## config.mk

```make
export PLATFORM = sky130hd
export DESIGN_NAME = apb_i2c_bridge
export DESIGN_NICKNAME = d
export VERILOG_FILES = /design/src/verilog/i2c_bridge_pkg.sv /design/src/verilog/apb_i2c_bridge.sv /design/src/verilog/apb_i2c_regs.sv /design/src/verilog/byte_fifo.sv /design/src/verilog/i2c_master.sv
export VERILOG_INCLUDE_DIRS = /design/src /design/src/verilog
export SDC_FILE = /design/constraint.sdc
export NUM_CORES = 1
export LEC_CHECK = 0
export BUFFER_PORTS_ARGS = -buffer_cell sky130_fd_sc_hd__buf_2
export CORE_MARGIN = 2
export CORE_UTILIZATION = 45
export CTS_BUF_LIST = sky130_fd_sc_hd__clkbuf_8
export DETAILED_ROUTE_END_ITERATION = 12
export SYNTH_ARGS = -nofsm -noshare
export SYNTH_HDL_FRONTEND = slang
export SYNTH_SLANG_ARGS = --single-unit
```

## constraint.sdc

```tcl
create_clock -name clk -period 2.75 [get_ports clk]
set_clock_uncertainty 0.05 [all_clocks]
set_input_delay 0 -clock clk [delete_from_list [all_inputs] [get_ports clk]]
set_output_delay 0 -clock clk [all_outputs]
set_load 0.005 [all_outputs]
```

## src/verilog/i2c_bridge_settings.svh

```systemverilog
`ifndef I2C_BRIDGE_SETTINGS_SVH
`define I2C_BRIDGE_SETTINGS_SVH

// APB address width
`define BRIDGE_ADDR_W 4

// APB data width, also the I2C byte width
`define BRIDGE_DATA_W 8

// entries per FIFO
`define BRIDGE_FIFO_DEPTH 8

// SCL half-period is prescale+1 clocks
`define BRIDGE_PRESCALE_RST 4

`endif

```

## src/verilog/i2c_bridge_pkg.sv

```systemverilog
`default_nettype none

`include "i2c_bridge_settings.svh"

package i2c_bridge_pkg;

	// APB register map
	typedef enum logic [`BRIDGE_ADDR_W-1:0] {
		REG_CTRL     = 4'd0,
		REG_STATUS   = 4'd1,
		REG_TXDATA   = 4'd2,
		REG_RXDATA   = 4'd3,
		REG_TARGET   = 4'd4,
		REG_COUNT    = 4'd5,
		REG_PRESCALE = 4'd6
	} reg_addr_e;

	typedef enum logic [2:0] {
		IDLE,
		START,
		ADDR,
		ADDR_ACK,
		WAIT_DATA,
		DATA,
		DATA_ACK,
		STOP
	} master_state_e;

	typedef struct packed {
		logic                      start;
		logic [6:0]                target;
		logic                      read;
		logic [`BRIDGE_DATA_W-1:0] count;
		logic [`BRIDGE_DATA_W-1:0] prescale;
	} i2c_cmd_t;

	typedef struct packed {
		logic busy;
		logic nack;
	} i2c_status_t;

	typedef struct packed {
		logic full;
		logic empty;
	} fifo_flags_t;

endpackage

`default_nettype wire

```

## src/verilog/apb_i2c_bridge.sv

```systemverilog
`timescale 1ns/1ps
`default_nettype none

`include "i2c_bridge_settings.svh"

module apb_i2c_bridge (
	input  wire                        clk,
	input  wire                        rst_n,
	input  wire  [`BRIDGE_ADDR_W-1:0]  paddr,
	input  wire                        psel,
	input  wire                        penable,
	input  wire                        pwrite,
	input  wire  [`BRIDGE_DATA_W-1:0]  pwdata,
	output wire  [`BRIDGE_DATA_W-1:0]  prdata,
	output wire                        pready,
	output wire                        scl_oe,
	output wire                        sda_oe,
	input  wire                        scl_in,
	input  wire                        sda_in
);

	import i2c_bridge_pkg::*;

	i2c_cmd_t                  cmd;
	i2c_status_t               status;
	fifo_flags_t               tx_flags;
	fifo_flags_t               rx_flags;
	logic                      nack_clear;
	logic                      tx_push;
	logic                      tx_pop;
	logic                      tx_flush;
	logic [`BRIDGE_DATA_W-1:0] tx_wr_data;
	logic [`BRIDGE_DATA_W-1:0] tx_rd_data;
	logic                      rx_push;
	logic                      rx_pop;
	logic                      rx_flush;
	logic [`BRIDGE_DATA_W-1:0] rx_wr_data;
	logic [`BRIDGE_DATA_W-1:0] rx_rd_data;

	apb_i2c_regs apb_i2c_regs_inst (
		.clk        (clk),
		.rst_n      (rst_n),
		.paddr      (paddr),
		.psel       (psel),
		.penable    (penable),
		.pwrite     (pwrite),
		.pwdata     (pwdata),
		.prdata     (prdata),
		.pready     (pready),
		.tx_push    (tx_push),
		.tx_data    (tx_wr_data),
		.tx_flush   (tx_flush),
		.rx_pop     (rx_pop),
		.rx_flush   (rx_flush),
		.tx_flags   (tx_flags),
		.rx_flags   (rx_flags),
		.rx_data    (rx_rd_data),
		.status     (status),
		.cmd        (cmd),
		.nack_clear (nack_clear)
	);

	// processor to bus
	byte_fifo #(.DEPTH(`BRIDGE_FIFO_DEPTH)) tx_fifo (
		.clk       (clk),
		.rst_n     (rst_n),
		.flush     (tx_flush),
		.push      (tx_push),
		.push_data (tx_wr_data),
		.pop       (tx_pop),
		.pop_data  (tx_rd_data),
		.flags     (tx_flags)
	);

	// bus to processor
	byte_fifo #(.DEPTH(`BRIDGE_FIFO_DEPTH)) rx_fifo (
		.clk       (clk),
		.rst_n     (rst_n),
		.flush     (rx_flush),
		.push      (rx_push),
		.push_data (rx_wr_data),
		.pop       (rx_pop),
		.pop_data  (rx_rd_data),
		.flags     (rx_flags)
	);

	i2c_master i2c_master_inst (
		.clk        (clk),
		.rst_n      (rst_n),
		.cmd        (cmd),
		.nack_clear (nack_clear),
		.status     (status),
		.tx_pop     (tx_pop),
		.tx_data    (tx_rd_data),
		.tx_flags   (tx_flags),
		.rx_push    (rx_push),
		.rx_data    (rx_wr_data),
		.rx_flags   (rx_flags),
		.scl_oe     (scl_oe),
		.sda_oe     (sda_oe),
		.scl_in     (scl_in),
		.sda_in     (sda_in)
	);

endmodule

`default_nettype wire

```

## src/verilog/apb_i2c_regs.sv

```systemverilog
`timescale 1ns/1ps
`default_nettype none

`include "i2c_bridge_settings.svh"

module apb_i2c_regs (
	input  wire                              clk,
	input  wire                              rst_n,
	input  wire        [`BRIDGE_ADDR_W-1:0]  paddr,
	input  wire                              psel,
	input  wire                              penable,
	input  wire                              pwrite,
	input  wire        [`BRIDGE_DATA_W-1:0]  pwdata,
	output logic       [`BRIDGE_DATA_W-1:0]  prdata,
	output logic                             pready,
	output logic                             tx_push,
	output logic       [`BRIDGE_DATA_W-1:0]  tx_data,
	output logic                             tx_flush,
	output logic                             rx_pop,
	output logic                             rx_flush,
	input  wire i2c_bridge_pkg::fifo_flags_t tx_flags,
	input  wire i2c_bridge_pkg::fifo_flags_t rx_flags,
	input  wire        [`BRIDGE_DATA_W-1:0]  rx_data,
	input  wire i2c_bridge_pkg::i2c_status_t status,
	output i2c_bridge_pkg::i2c_cmd_t         cmd,
	output logic                             nack_clear
);

	import i2c_bridge_pkg::*;

	reg_addr_e                 addr;
	logic                      wr_en;
	logic                      rd_en;
	logic [3:0]                ctrl_q;
	logic [6:0]                target_q;
	logic                      read_q;
	logic [`BRIDGE_DATA_W-1:0] count_q;
	logic [`BRIDGE_DATA_W-1:0] prescale_q;

	assign addr   = reg_addr_e'(paddr);
	assign pready = 1'b1;

	// zero wait states, so ACCESS always completes
	assign wr_en = psel && penable && pwrite;
	assign rd_en = psel && penable && !pwrite;

	assign tx_push = wr_en && (addr == REG_TXDATA) && !tx_flags.full;
	assign tx_data = pwdata;
	assign rx_pop  = rd_en && (addr == REG_RXDATA) && !rx_flags.empty;

	// ctrl bits live for one cycle after the write
	assign tx_flush   = ctrl_q[1];
	assign rx_flush   = ctrl_q[2];
	assign nack_clear = ctrl_q[3];

	assign cmd = '{
		start:    ctrl_q[0],
		target:   target_q,
		read:     read_q,
		count:    count_q,
		prescale: prescale_q
	};

	always_ff @(posedge clk) begin
		if (!rst_n) begin
			ctrl_q     <= '0;
			target_q   <= '0;
			read_q     <= 1'b0;
			count_q    <= '0;
			prescale_q <= `BRIDGE_PRESCALE_RST;
		end else begin
			ctrl_q <= '0;
			if (wr_en) begin
				case (addr)
					REG_CTRL: begin
						// start is dropped while a transfer runs
						ctrl_q <= {pwdata[3:1], pwdata[0] && !status.busy};
					end
					REG_TARGET: begin
						target_q <= pwdata[7:1];
						read_q   <= pwdata[0];
					end
					REG_COUNT:    count_q    <= pwdata;
					REG_PRESCALE: prescale_q <= pwdata;
					default: ;
				endcase
			end
		end
	end

	always_comb begin
		case (addr)
			REG_CTRL:   prdata = {4'b0000, ctrl_q};
			REG_STATUS: begin
				prdata = {2'b00, status.nack, status.busy,
					rx_flags.full, rx_flags.empty, tx_flags.full, tx_flags.empty};
			end
			// empty rx reads as zero
			REG_RXDATA:   prdata = rx_flags.empty ? '0 : rx_data;
			REG_TARGET:   prdata = {target_q, read_q};
			REG_COUNT:    prdata = count_q;
			REG_PRESCALE: prdata = prescale_q;
			default:      prdata = '0;
		endcase
	end

endmodule

`default_nettype wire

```

## src/verilog/byte_fifo.sv

```systemverilog
`timescale 1ns/1ps
`default_nettype none

`include "i2c_bridge_settings.svh"

module byte_fifo #(
	parameter int DEPTH = `BRIDGE_FIFO_DEPTH
) (
	input  wire                             clk,
	input  wire                             rst_n,
	input  wire                             flush,
	input  wire                             push,
	input  wire        [`BRIDGE_DATA_W-1:0] push_data,
	input  wire                             pop,
	output logic       [`BRIDGE_DATA_W-1:0] pop_data,
	output i2c_bridge_pkg::fifo_flags_t     flags
);

	localparam int PTR_W = (DEPTH > 1) ? $clog2(DEPTH) : 1;
	localparam int CNT_W = $clog2(DEPTH + 1);

	logic [`BRIDGE_DATA_W-1:0] mem [DEPTH];
	logic [PTR_W-1:0]          wr_ptr;
	logic [PTR_W-1:0]          rd_ptr;
	logic [CNT_W-1:0]          count;
	logic                      do_push;
	logic                      do_pop;

	assign flags = '{full: (count == CNT_W'(DEPTH)), empty: (count == '0)};

	// full and empty guard the pointers
	assign do_push = push && !flags.full;
	assign do_pop  = pop && !flags.empty;

	// head is visible without a read cycle
	assign pop_data = mem[rd_ptr];

	always_ff @(posedge clk) begin
		if (do_push)
			mem[wr_ptr] <= push_data;
	end

	always_ff @(posedge clk) begin
		if (!rst_n || flush) begin
			wr_ptr <= '0;
			rd_ptr <= '0;
			count  <= '0;
		end else begin
			if (do_push)
				wr_ptr <= (wr_ptr == PTR_W'(DEPTH - 1)) ? '0 : wr_ptr + 1'b1;
			if (do_pop)
				rd_ptr <= (rd_ptr == PTR_W'(DEPTH - 1)) ? '0 : rd_ptr + 1'b1;
			if (do_push && !do_pop)
				count <= count + 1'b1;
			else if (do_pop && !do_push)
				count <= count - 1'b1;
		end
	end

endmodule

`default_nettype wire

```

## src/verilog/i2c_master.sv

```systemverilog
`timescale 1ns/1ps
`default_nettype none

`include "i2c_bridge_settings.svh"

module i2c_master (
	input  wire                              clk,
	input  wire                              rst_n,
	input  wire i2c_bridge_pkg::i2c_cmd_t    cmd,
	input  wire                              nack_clear,
	output i2c_bridge_pkg::i2c_status_t      status,
	output logic                             tx_pop,
	input  wire        [`BRIDGE_DATA_W-1:0]  tx_data,
	input  wire i2c_bridge_pkg::fifo_flags_t tx_flags,
	output logic                             rx_push,
	output logic       [`BRIDGE_DATA_W-1:0]  rx_data,
	input  wire i2c_bridge_pkg::fifo_flags_t rx_flags,
	output logic                             scl_oe,
	output logic                             sda_oe,
	input  wire                              scl_in,
	input  wire                              sda_in
);

	import i2c_bridge_pkg::*;

	master_state_e             state;
	master_state_e             bit_next;
	logic                      busy_q;
	logic                      nack_q;
	logic                      high_half;
	logic                      sda_want;
	logic [6:0]                target_q;
	logic                      read_q;
	logic [`BRIDGE_DATA_W-1:0] prescale_q;
	logic [`BRIDGE_DATA_W-1:0] bytes_left;
	logic [`BRIDGE_DATA_W-1:0] div_cnt;
	logic [`BRIDGE_DATA_W-1:0] shift;
	logic [2:0]                bit_cnt;
	logic                      tick;
	logic                      bit_end;
	logic                      last_bit;
	logic                      data_ready;
	logic                      got_nack;

	assign status = '{busy: busy_q, nack: nack_q};

	assign tick     = (div_cnt == '0);
	// end of the SCL high half, the moment SCL is pulled low again
	assign bit_end  = tick && high_half && scl_in;
	assign last_bit = (bit_cnt == 3'd7);

	// a write needs a byte to send, a read needs room for one
	assign data_ready = read_q ? !rx_flags.full : !tx_flags.empty;
	assign tx_pop     = (state == WAIT_DATA) && !read_q && !tx_flags.empty;

	// ack from the target reads as a low SDA
	assign got_nack = sda_in && ((state == ADDR_ACK) || (state == DATA_ACK && !read_q));

	// SDA level to hold during the SCL low half
	always_comb begin
		case (state)
			ADDR:     sda_want = !shift[7];
			DATA:     sda_want = !read_q && !shift[7];
			// master acks every read byte but the last
			DATA_ACK: sda_want = read_q && (bytes_left != 8'd1);
			STOP:     sda_want = 1'b1;
			default:  sda_want = 1'b0;
		endcase
	end

	always_comb begin
		case (state)
			START:    bit_next = ADDR;
			ADDR:     bit_next = last_bit ? ADDR_ACK : ADDR;
			ADDR_ACK: bit_next = (sda_in || bytes_left == '0) ? STOP : WAIT_DATA;
			DATA:     bit_next = last_bit ? DATA_ACK : DATA;
			DATA_ACK: bit_next = (got_nack || bytes_left == 8'd1) ? STOP : WAIT_DATA;
			default:  bit_next = STOP;
		endcase
	end

	always_ff @(posedge clk) begin
		if (!rst_n) begin
			state     <= IDLE;
			busy_q    <= 1'b0;
			nack_q    <= 1'b0;
			high_half <= 1'b0;
			scl_oe    <= 1'b0;
			sda_oe    <= 1'b0;
			rx_push   <= 1'b0;
		end else begin
			rx_push <= 1'b0;
			if (nack_clear)
				nack_q <= 1'b0;
			// SDA only moves while SCL is held low
			if (scl_oe && !high_half)
				sda_oe <= sda_want;
			case (state)
				IDLE: begin
					if (cmd.start) begin
						state     <= START;
						busy_q    <= 1'b1;
						high_half <= 1'b0;
					end
				end
				WAIT_DATA: begin
					if (data_ready)
						state <= DATA;
				end
				default: begin
					if (tick && !high_half) begin
						high_half <= 1'b1;
						scl_oe    <= 1'b0;
						// start condition, SDA falls with SCL high
						if (state == START)
							sda_oe <= 1'b1;
					end else if (tick && state == STOP) begin
						if (sda_oe) begin
							sda_oe <= 1'b0;
						end else begin
							state     <= IDLE;
							busy_q    <= 1'b0;
							high_half <= 1'b0;
						end
					end else if (bit_end) begin
						high_half <= 1'b0;
						scl_oe    <= 1'b1;
						state     <= bit_next;
						if (got_nack)
							nack_q <= 1'b1;
						if (state == DATA && last_bit && read_q)
							rx_push <= 1'b1;
					end
				end
			endcase
		end
	end

	always_ff @(posedge clk) begin
		case (state)
			IDLE: begin
				if (cmd.start) begin
					target_q   <= cmd.target;
					read_q     <= cmd.read;
					prescale_q <= cmd.prescale;
					bytes_left <= cmd.count;
					div_cnt    <= cmd.prescale;
				end
			end
			WAIT_DATA: begin
				div_cnt <= prescale_q;
				bit_cnt <= '0;
				if (tx_pop)
					shift <= tx_data;
			end
			default: begin
				div_cnt <= tick ? prescale_q : div_cnt - 1'b1;
				if (bit_end) begin
					case (state)
						START: begin
							shift   <= {target_q, read_q};
							bit_cnt <= '0;
						end
						ADDR, DATA: begin
							shift   <= {shift[6:0], sda_in};
							bit_cnt <= bit_cnt + 1'b1;
						end
						DATA_ACK: bytes_left <= bytes_left - 1'b1;
						default: ;
					endcase
				end
			end
		endcase
	end

	// received byte, pushed by rx_push on the eighth bit
	always_ff @(posedge clk) begin
		if (bit_end && state == DATA)
			rx_data <= {shift[6:0], sda_in};
	end

endmodule

`default_nettype wire
```

# == Yosys cells after proc, flatten, opt, wreduce, memory -nomap -nowiden ==
# Memory sizes are Yosys's and may differ from the RTL's. A register that Yosys moved wholly into a read port is not among the register bits.
# Index checks and enable logic that the tools add are counted.
# op_classes
n_eq_ne,31
mux,72
add_sub_neg,11
n_reduce_logical,80
bitwise,5
# ops
operator,n
$mux W8,8
$pmux W8 S2,4
$pmux W8 S6,1
$mux W3,15
$logic_and A1 B1 Y1,30
$mux W1,30
$eq A3 B3 Y1 const B,9
$pmux W3 S2,3
$logic_not A8 Y1,2
$mux W4,4
$sub A8 B1 Y8 const B,2
$add A3 B1 Y3 const B,5
$pmux W3 S5,1
$logic_not A1 Y1,14
$reduce_bool A2 Y1,7
$eq A4 B3 Y1 const B,3
$logic_not A4 Y1,3
$reduce_and A4 Y1,3
$reduce_and A5 Y1,2
$reduce_and A3 Y1,3
$add A4 B1 Y4 const B,2
$eq A4 B2 Y1 const B,2
$eq A4 B4 Y1 const B,2
$eq A8 B1 Y1 const B,1
20 further kinds,43
# totals
elab_cells,227
out_inout_bits,11
register_bits,108
mem_count,2
ramBits,128
inputBits,19
# mem_list
memory,words,word_bits,read_ports,rd_clocked_by_memory_dff,wr,line_no,text
rx_fifo.mem,8,8,1,1,1,byte_fifo.sv:22,logic [`BRIDGE_DATA_W-1:0] mem [DEPTH];
tx_fifo.mem,8,8,1,1,1,byte_fifo.sv:22,

# == Logic depth before layout (Yosys ltp) ==
# logic_depth
ltp_word,11
depth_mapped,14

# == Hierarchy ==
# From an unflattened synthesis, not the netlist that was laid out.
# hier_totals
hier_cells,867
area_unflattened_um2,11358.4
# by_module_without_submodules
mod,instances,seq_area_each_um2,cells_each,area_each_um2
byte_fifo,2,2182.1,171,3178.0
i2c_master,1,1711.6,324,3291.9
apb_i2c_regs,1,560.5,201,1710.4

# == Worst setup path after synthesis ==
# OpenSTA, ideal clock, no wires.
# synth_path
path_type,reg2reg
start,register rx_fifo.count[0]
end,register rx_fifo.count[3]
stages_incl_launch_ff,14
t_arrival_ns,2.915
path_slack_ns,-0.285
path_cell_list,dfxtp_1 > nor4_1 > or4_1 > buf_2 > or3_1 > buf_2 > ha_1 > inv_1 > ha_1 > a21o_1 > a21oi_1 > xnor2_1 > or3_1 > a21oi_1
# synth_between
elab_chain_cells,7
# synth_lines
element,line_no,text
start: declaration,byte_fifo.sv:25,logic [CNT_W-1:0] count;
start signal: assignment,byte_fifo.sv:54,count <= count + 1'b1;
start signal: assignment,byte_fifo.sv:56,count <= count - 1'b1;
"parallel branches: the longest is 7 deep, another holds $sub A4 B1 Y4",n/a,
# Several ways; the timed one is not identified. The select of a mux whose other input is x is not followed.
# A chain may end at the register's enable or synchronous reset.

# == Worst setup path in the final report ==
# layout_path
start,register rx_fifo.count[3]
end,register rx_fifo.count[3]
# Same word-level chain as after synthesis.

==> results.json <==
{
  "status": "completed",
  "htreeDepth": 2,
  "hold_viol_final": 0,
  "syn_nets": 822,
  "drv_slew": 0,
  "start_util_pct": 45.6,
  "seq_area_frac_synth_pct": 62.4,
  "cp-end-kind": "register",
  "fp.coreArea_sq_um": 23300,
  "num_vias": 6578,
  "ant_nets": 0,
  "required_ns": 3.17,
  "finalPower_mw": 7.08,
  "synth_top_cell_by_area": "edfxtp_1",
  "grtUsageTotal_pct": 19.4,
  "synth_top_family_by_area": "multiplexers",
  "yosys.area.top_type_share_pct": 50.5,
  "ys.flop_type": "edfxtp_1",
  "crit_path_start": "rx_fifo.count[3]",
  "drtIter0Drc": 368,
  "grt.busiest_layer": "met2",
  "max_freq_mhz": 368,
  "synth_fa_ha_area_share_pct": 2.73,
  "synthCells": 781,
  "clk_pin_slew_ns": 0.06,
  "ys_ff_latch": 242,
  "leakagePower_nw": 4.22,
  "vdd_drop_max_v": 0.000431,
  "fin_cells": 1218,
  "yosysUniqueCellTypes": 64,
  "die-area_sq_um": 24900,
  "clock_latency_ns": 0.55,
  "powerDensity_nw_per_um2": 575,
  "worstMarginPinSlew_ns": 0.752,
  "grt_overflow": 0,
  "io_pins": 30,
  "die_x_microns": 158,
  "grt_max_degree": 37,
  "yosys.area_share.simple_pct": 11.5,
  "maxCapViolCount": 0,
  "clkSinkCount": 242,
  "antennaDiodeCount": 0,
  "place_congestion": 0.907,
  "critPathLaunchType": "register",
  "hold_end": "apb_i2c_regs_inst.ctrl_q[0]",
  "totalWireLength_microns": 23300,
  "async_reset_ff_share_pct": 0,
  "r2r_cells": 11,
  "synth.most_common_cell": "edfxtp_1",
  "root_buffer": "clkbuf_8",
  "syn2layout_area_growth_pct": 15.7,
  "drc_errors": 0,
  "drive_gt1_share_pct": 19.9,
  "grt_first_pass_wirelength_microns": 36900,
  "worstReg2RegEnd": "rx_fifo.count[3]",
  "grtUsageMet3_pct": 3.50,
  "synth_xor_area_share_pct": 1.23,
  "dp.final_hpwl_microns": 16600,
  "cts.path.max_buffers": 3,
  "nets": 909,
  "use_met1_pct": 24.0,
  "synth_edf_count": 179,
  "routed_via_density": 5.40,
  "setup_viol": 0,
  "utilization_pct": 52.8,
  "dp_cells": 1128,
  "synth_area_sq_um": 10600,
  "r2r-start": "rx_fifo.count[3]",
  "antenna_found_initial": 0,
  "first_global_vias": 6716,
  "numPortBuffers": 28,
  "min_delay_path_depth": 5,
  "avgSynthCellArea_sq_um": 13.6,
  "critPathKind": "register to register",
  "ys_warn_count": 0,
  "min_from": "penable",
  "synth_top_cells_by_count": "edfxtp_1 (179), dfxtp_1 (63), mux2i_1 (59)",
  "hold_slack_ns": 0.0353,
  "rows": 56,
  "crit_arrival_ns": 3.14,
  "synth_compound_area_share_pct": 7.47,
  "crit_fanout": 4,
  "grt_util_met2_pct": 34.9,
  "dr.pass1.iters": 4,
  "wl_per_cell_microns": 19.1,
  "rsz0062_at_grt": "true",
  "period_needed_ns": 2.72,
  "finalCritPeriodShare_pct": 98.9,
  "cts_buffers": 40,
  "synthMuxAreaShare_pct": 12.5,
  "synth.top_cells.by_area": "edfxtp_1 (51%), dfxtp_1 (12%), mux4_2 (6.8%)",
  "r2r_slack_ns": 0.03,
  "cts_tree": "done",
  "worst_hold_path_type": "input pin to register",
  "die-height_microns": 158,
  "relSlewSlack_pct": 49.8
}
[stage by stage]
step	setup TNS, ns	worst slack [ns]	cell area [sq um]
floorplan	-0.143	-0.143	10700
global placement	0	0.0265	11300
detailed placement	-0.0777	-0.0777	11300
CTS	0	0.0233	12300
global route	-0.0701	-0.0671	12300
finish	0	0.0310	12300
[how the worst max path moves through the flow]
stage                        to  slack [ns]  cells past startpoint
2_1_floorplan  rx_fifo.count[3]       -0.14                     13
3_3_place_gp   rx_fifo.count[3]        0.03                     11
3_5_place_dp   rx_fifo.count[3]       -0.08                     11
4_1_cts        rx_fifo.count[3]        0.02                     11
5_1_grt        rx_fifo.count[3]       -0.07                     11
6_report       rx_fifo.count[3]        0.03                     11
[layout make-up]
cell class	count	area (sq um)
Clock buffer	40	551
Clock inverter	33	225
Fill cell	1994	11000
Inverter	11	41.3
Multi-Input combinational cell	483	3810
Sequential cell	242	6640
Tap cell	319	399
Timing Repair Buffer	90	643
[power by group]
| group | internal, mW | switching (mW) | total [mW] |
|---|---|---|---|
| sequential | 3.89 | 0.00355 | 3.89 |
| clock | 1.66 | 1.40 | 3.06 |
| combinational | 0.0505 | 0.0763 | 0.127 |
[worst max-delay path: stages (launching register included)]
cell     delay (ns)
dfxtp_2        0.35
nor4_2         0.06
or4_1          0.50
or3_4          0.37
ha_4           0.18
inv_2          0.05
ha_1           0.22
a21o_1         0.18
a21oi_2        0.16
xnor2_1        0.09
or3_1          0.32
a21oi_2        0.12
[layout by cell type (no fill, tap or decap), types with 5 or more instances in the layout]
cell,synthesis,routed
dfxtp_1,63,59
clkinv_1,0,6
buf_4,2,47
nand2b_1,19,19
nor3_1,24,24
buf_2,5,28
mux2i_1,59,59
inv_1,10,24
nor4_1,7,5
nand2_1,44,44
o22ai_1,6,6
dlygate4sd3_1,0,15
clkinv_2,0,5
o221ai_1,6,6
or3_1,8,7
nor3b_1,11,11
nand3_1,8,8
nor2b_1,28,28
edfxtp_1,179,179
xor2_1,6,6
o21ai_0,16,16
o21ai_1,18,18
clkbuf_8,0,40
a22o_1,7,7
and2_1,10,10
a21oi_1,25,23
xnor2_1,9,9
ha_1,20,18
a221oi_1,8,8
nor2_1,58,58
mux4_2,32,32
[layer usage]
metal	vias up	part of all wire [%]	routed length (microns)
met5	-	0	0
met4	0	1.8	418
met3	33	4.5	1050
met2	159	52	12100
met1	3230	42	9690
li1	3156	-	-
[sequential cells by signal, summed over array words and instances, names as in the netlist, 4 cells and up, named ones only]
name / flops
i2c_master_inst.rx_data: 8
rx_fifo.mem: 64
apb_i2c_regs_inst.count_q: 8
i2c_master_inst.prescale_q: 8
rx_fifo.count: 4
apb_i2c_regs_inst.prescale_q: 8
apb_i2c_regs_inst.target_q: 7
i2c_master_inst.bytes_left: 8
i2c_master_inst.target_q: 7
tx_fifo.mem: 64
i2c_master_inst.div_cnt: 8
apb_i2c_regs_inst.ctrl_q: 4
tx_fifo.count: 4
i2c_master_inst.shift: 8
[timing repair]
action,in CTS,in global routing
hold buffers,15,0
gates resized for setup,2,6
buffers inserted,0,2
hold endpoints to repair,108,0
pin swaps,2,5
setup endpoints to repair,1,2
[cells by family after synthesis]
| kind of cell | after synthesis |
|---|---|
| DFF | 242 |
| and+or+nand+nor | 234 |
| AOI/OAI and AO/OA | 118 |
| muxes | 93 |
| buffers and inverters | 56 |
| adders and majority gates | 22 |
| xor gates and xnor gates | 15 |
| other | 1 |
No activity file was read; power rests on OpenSTA's default activity.
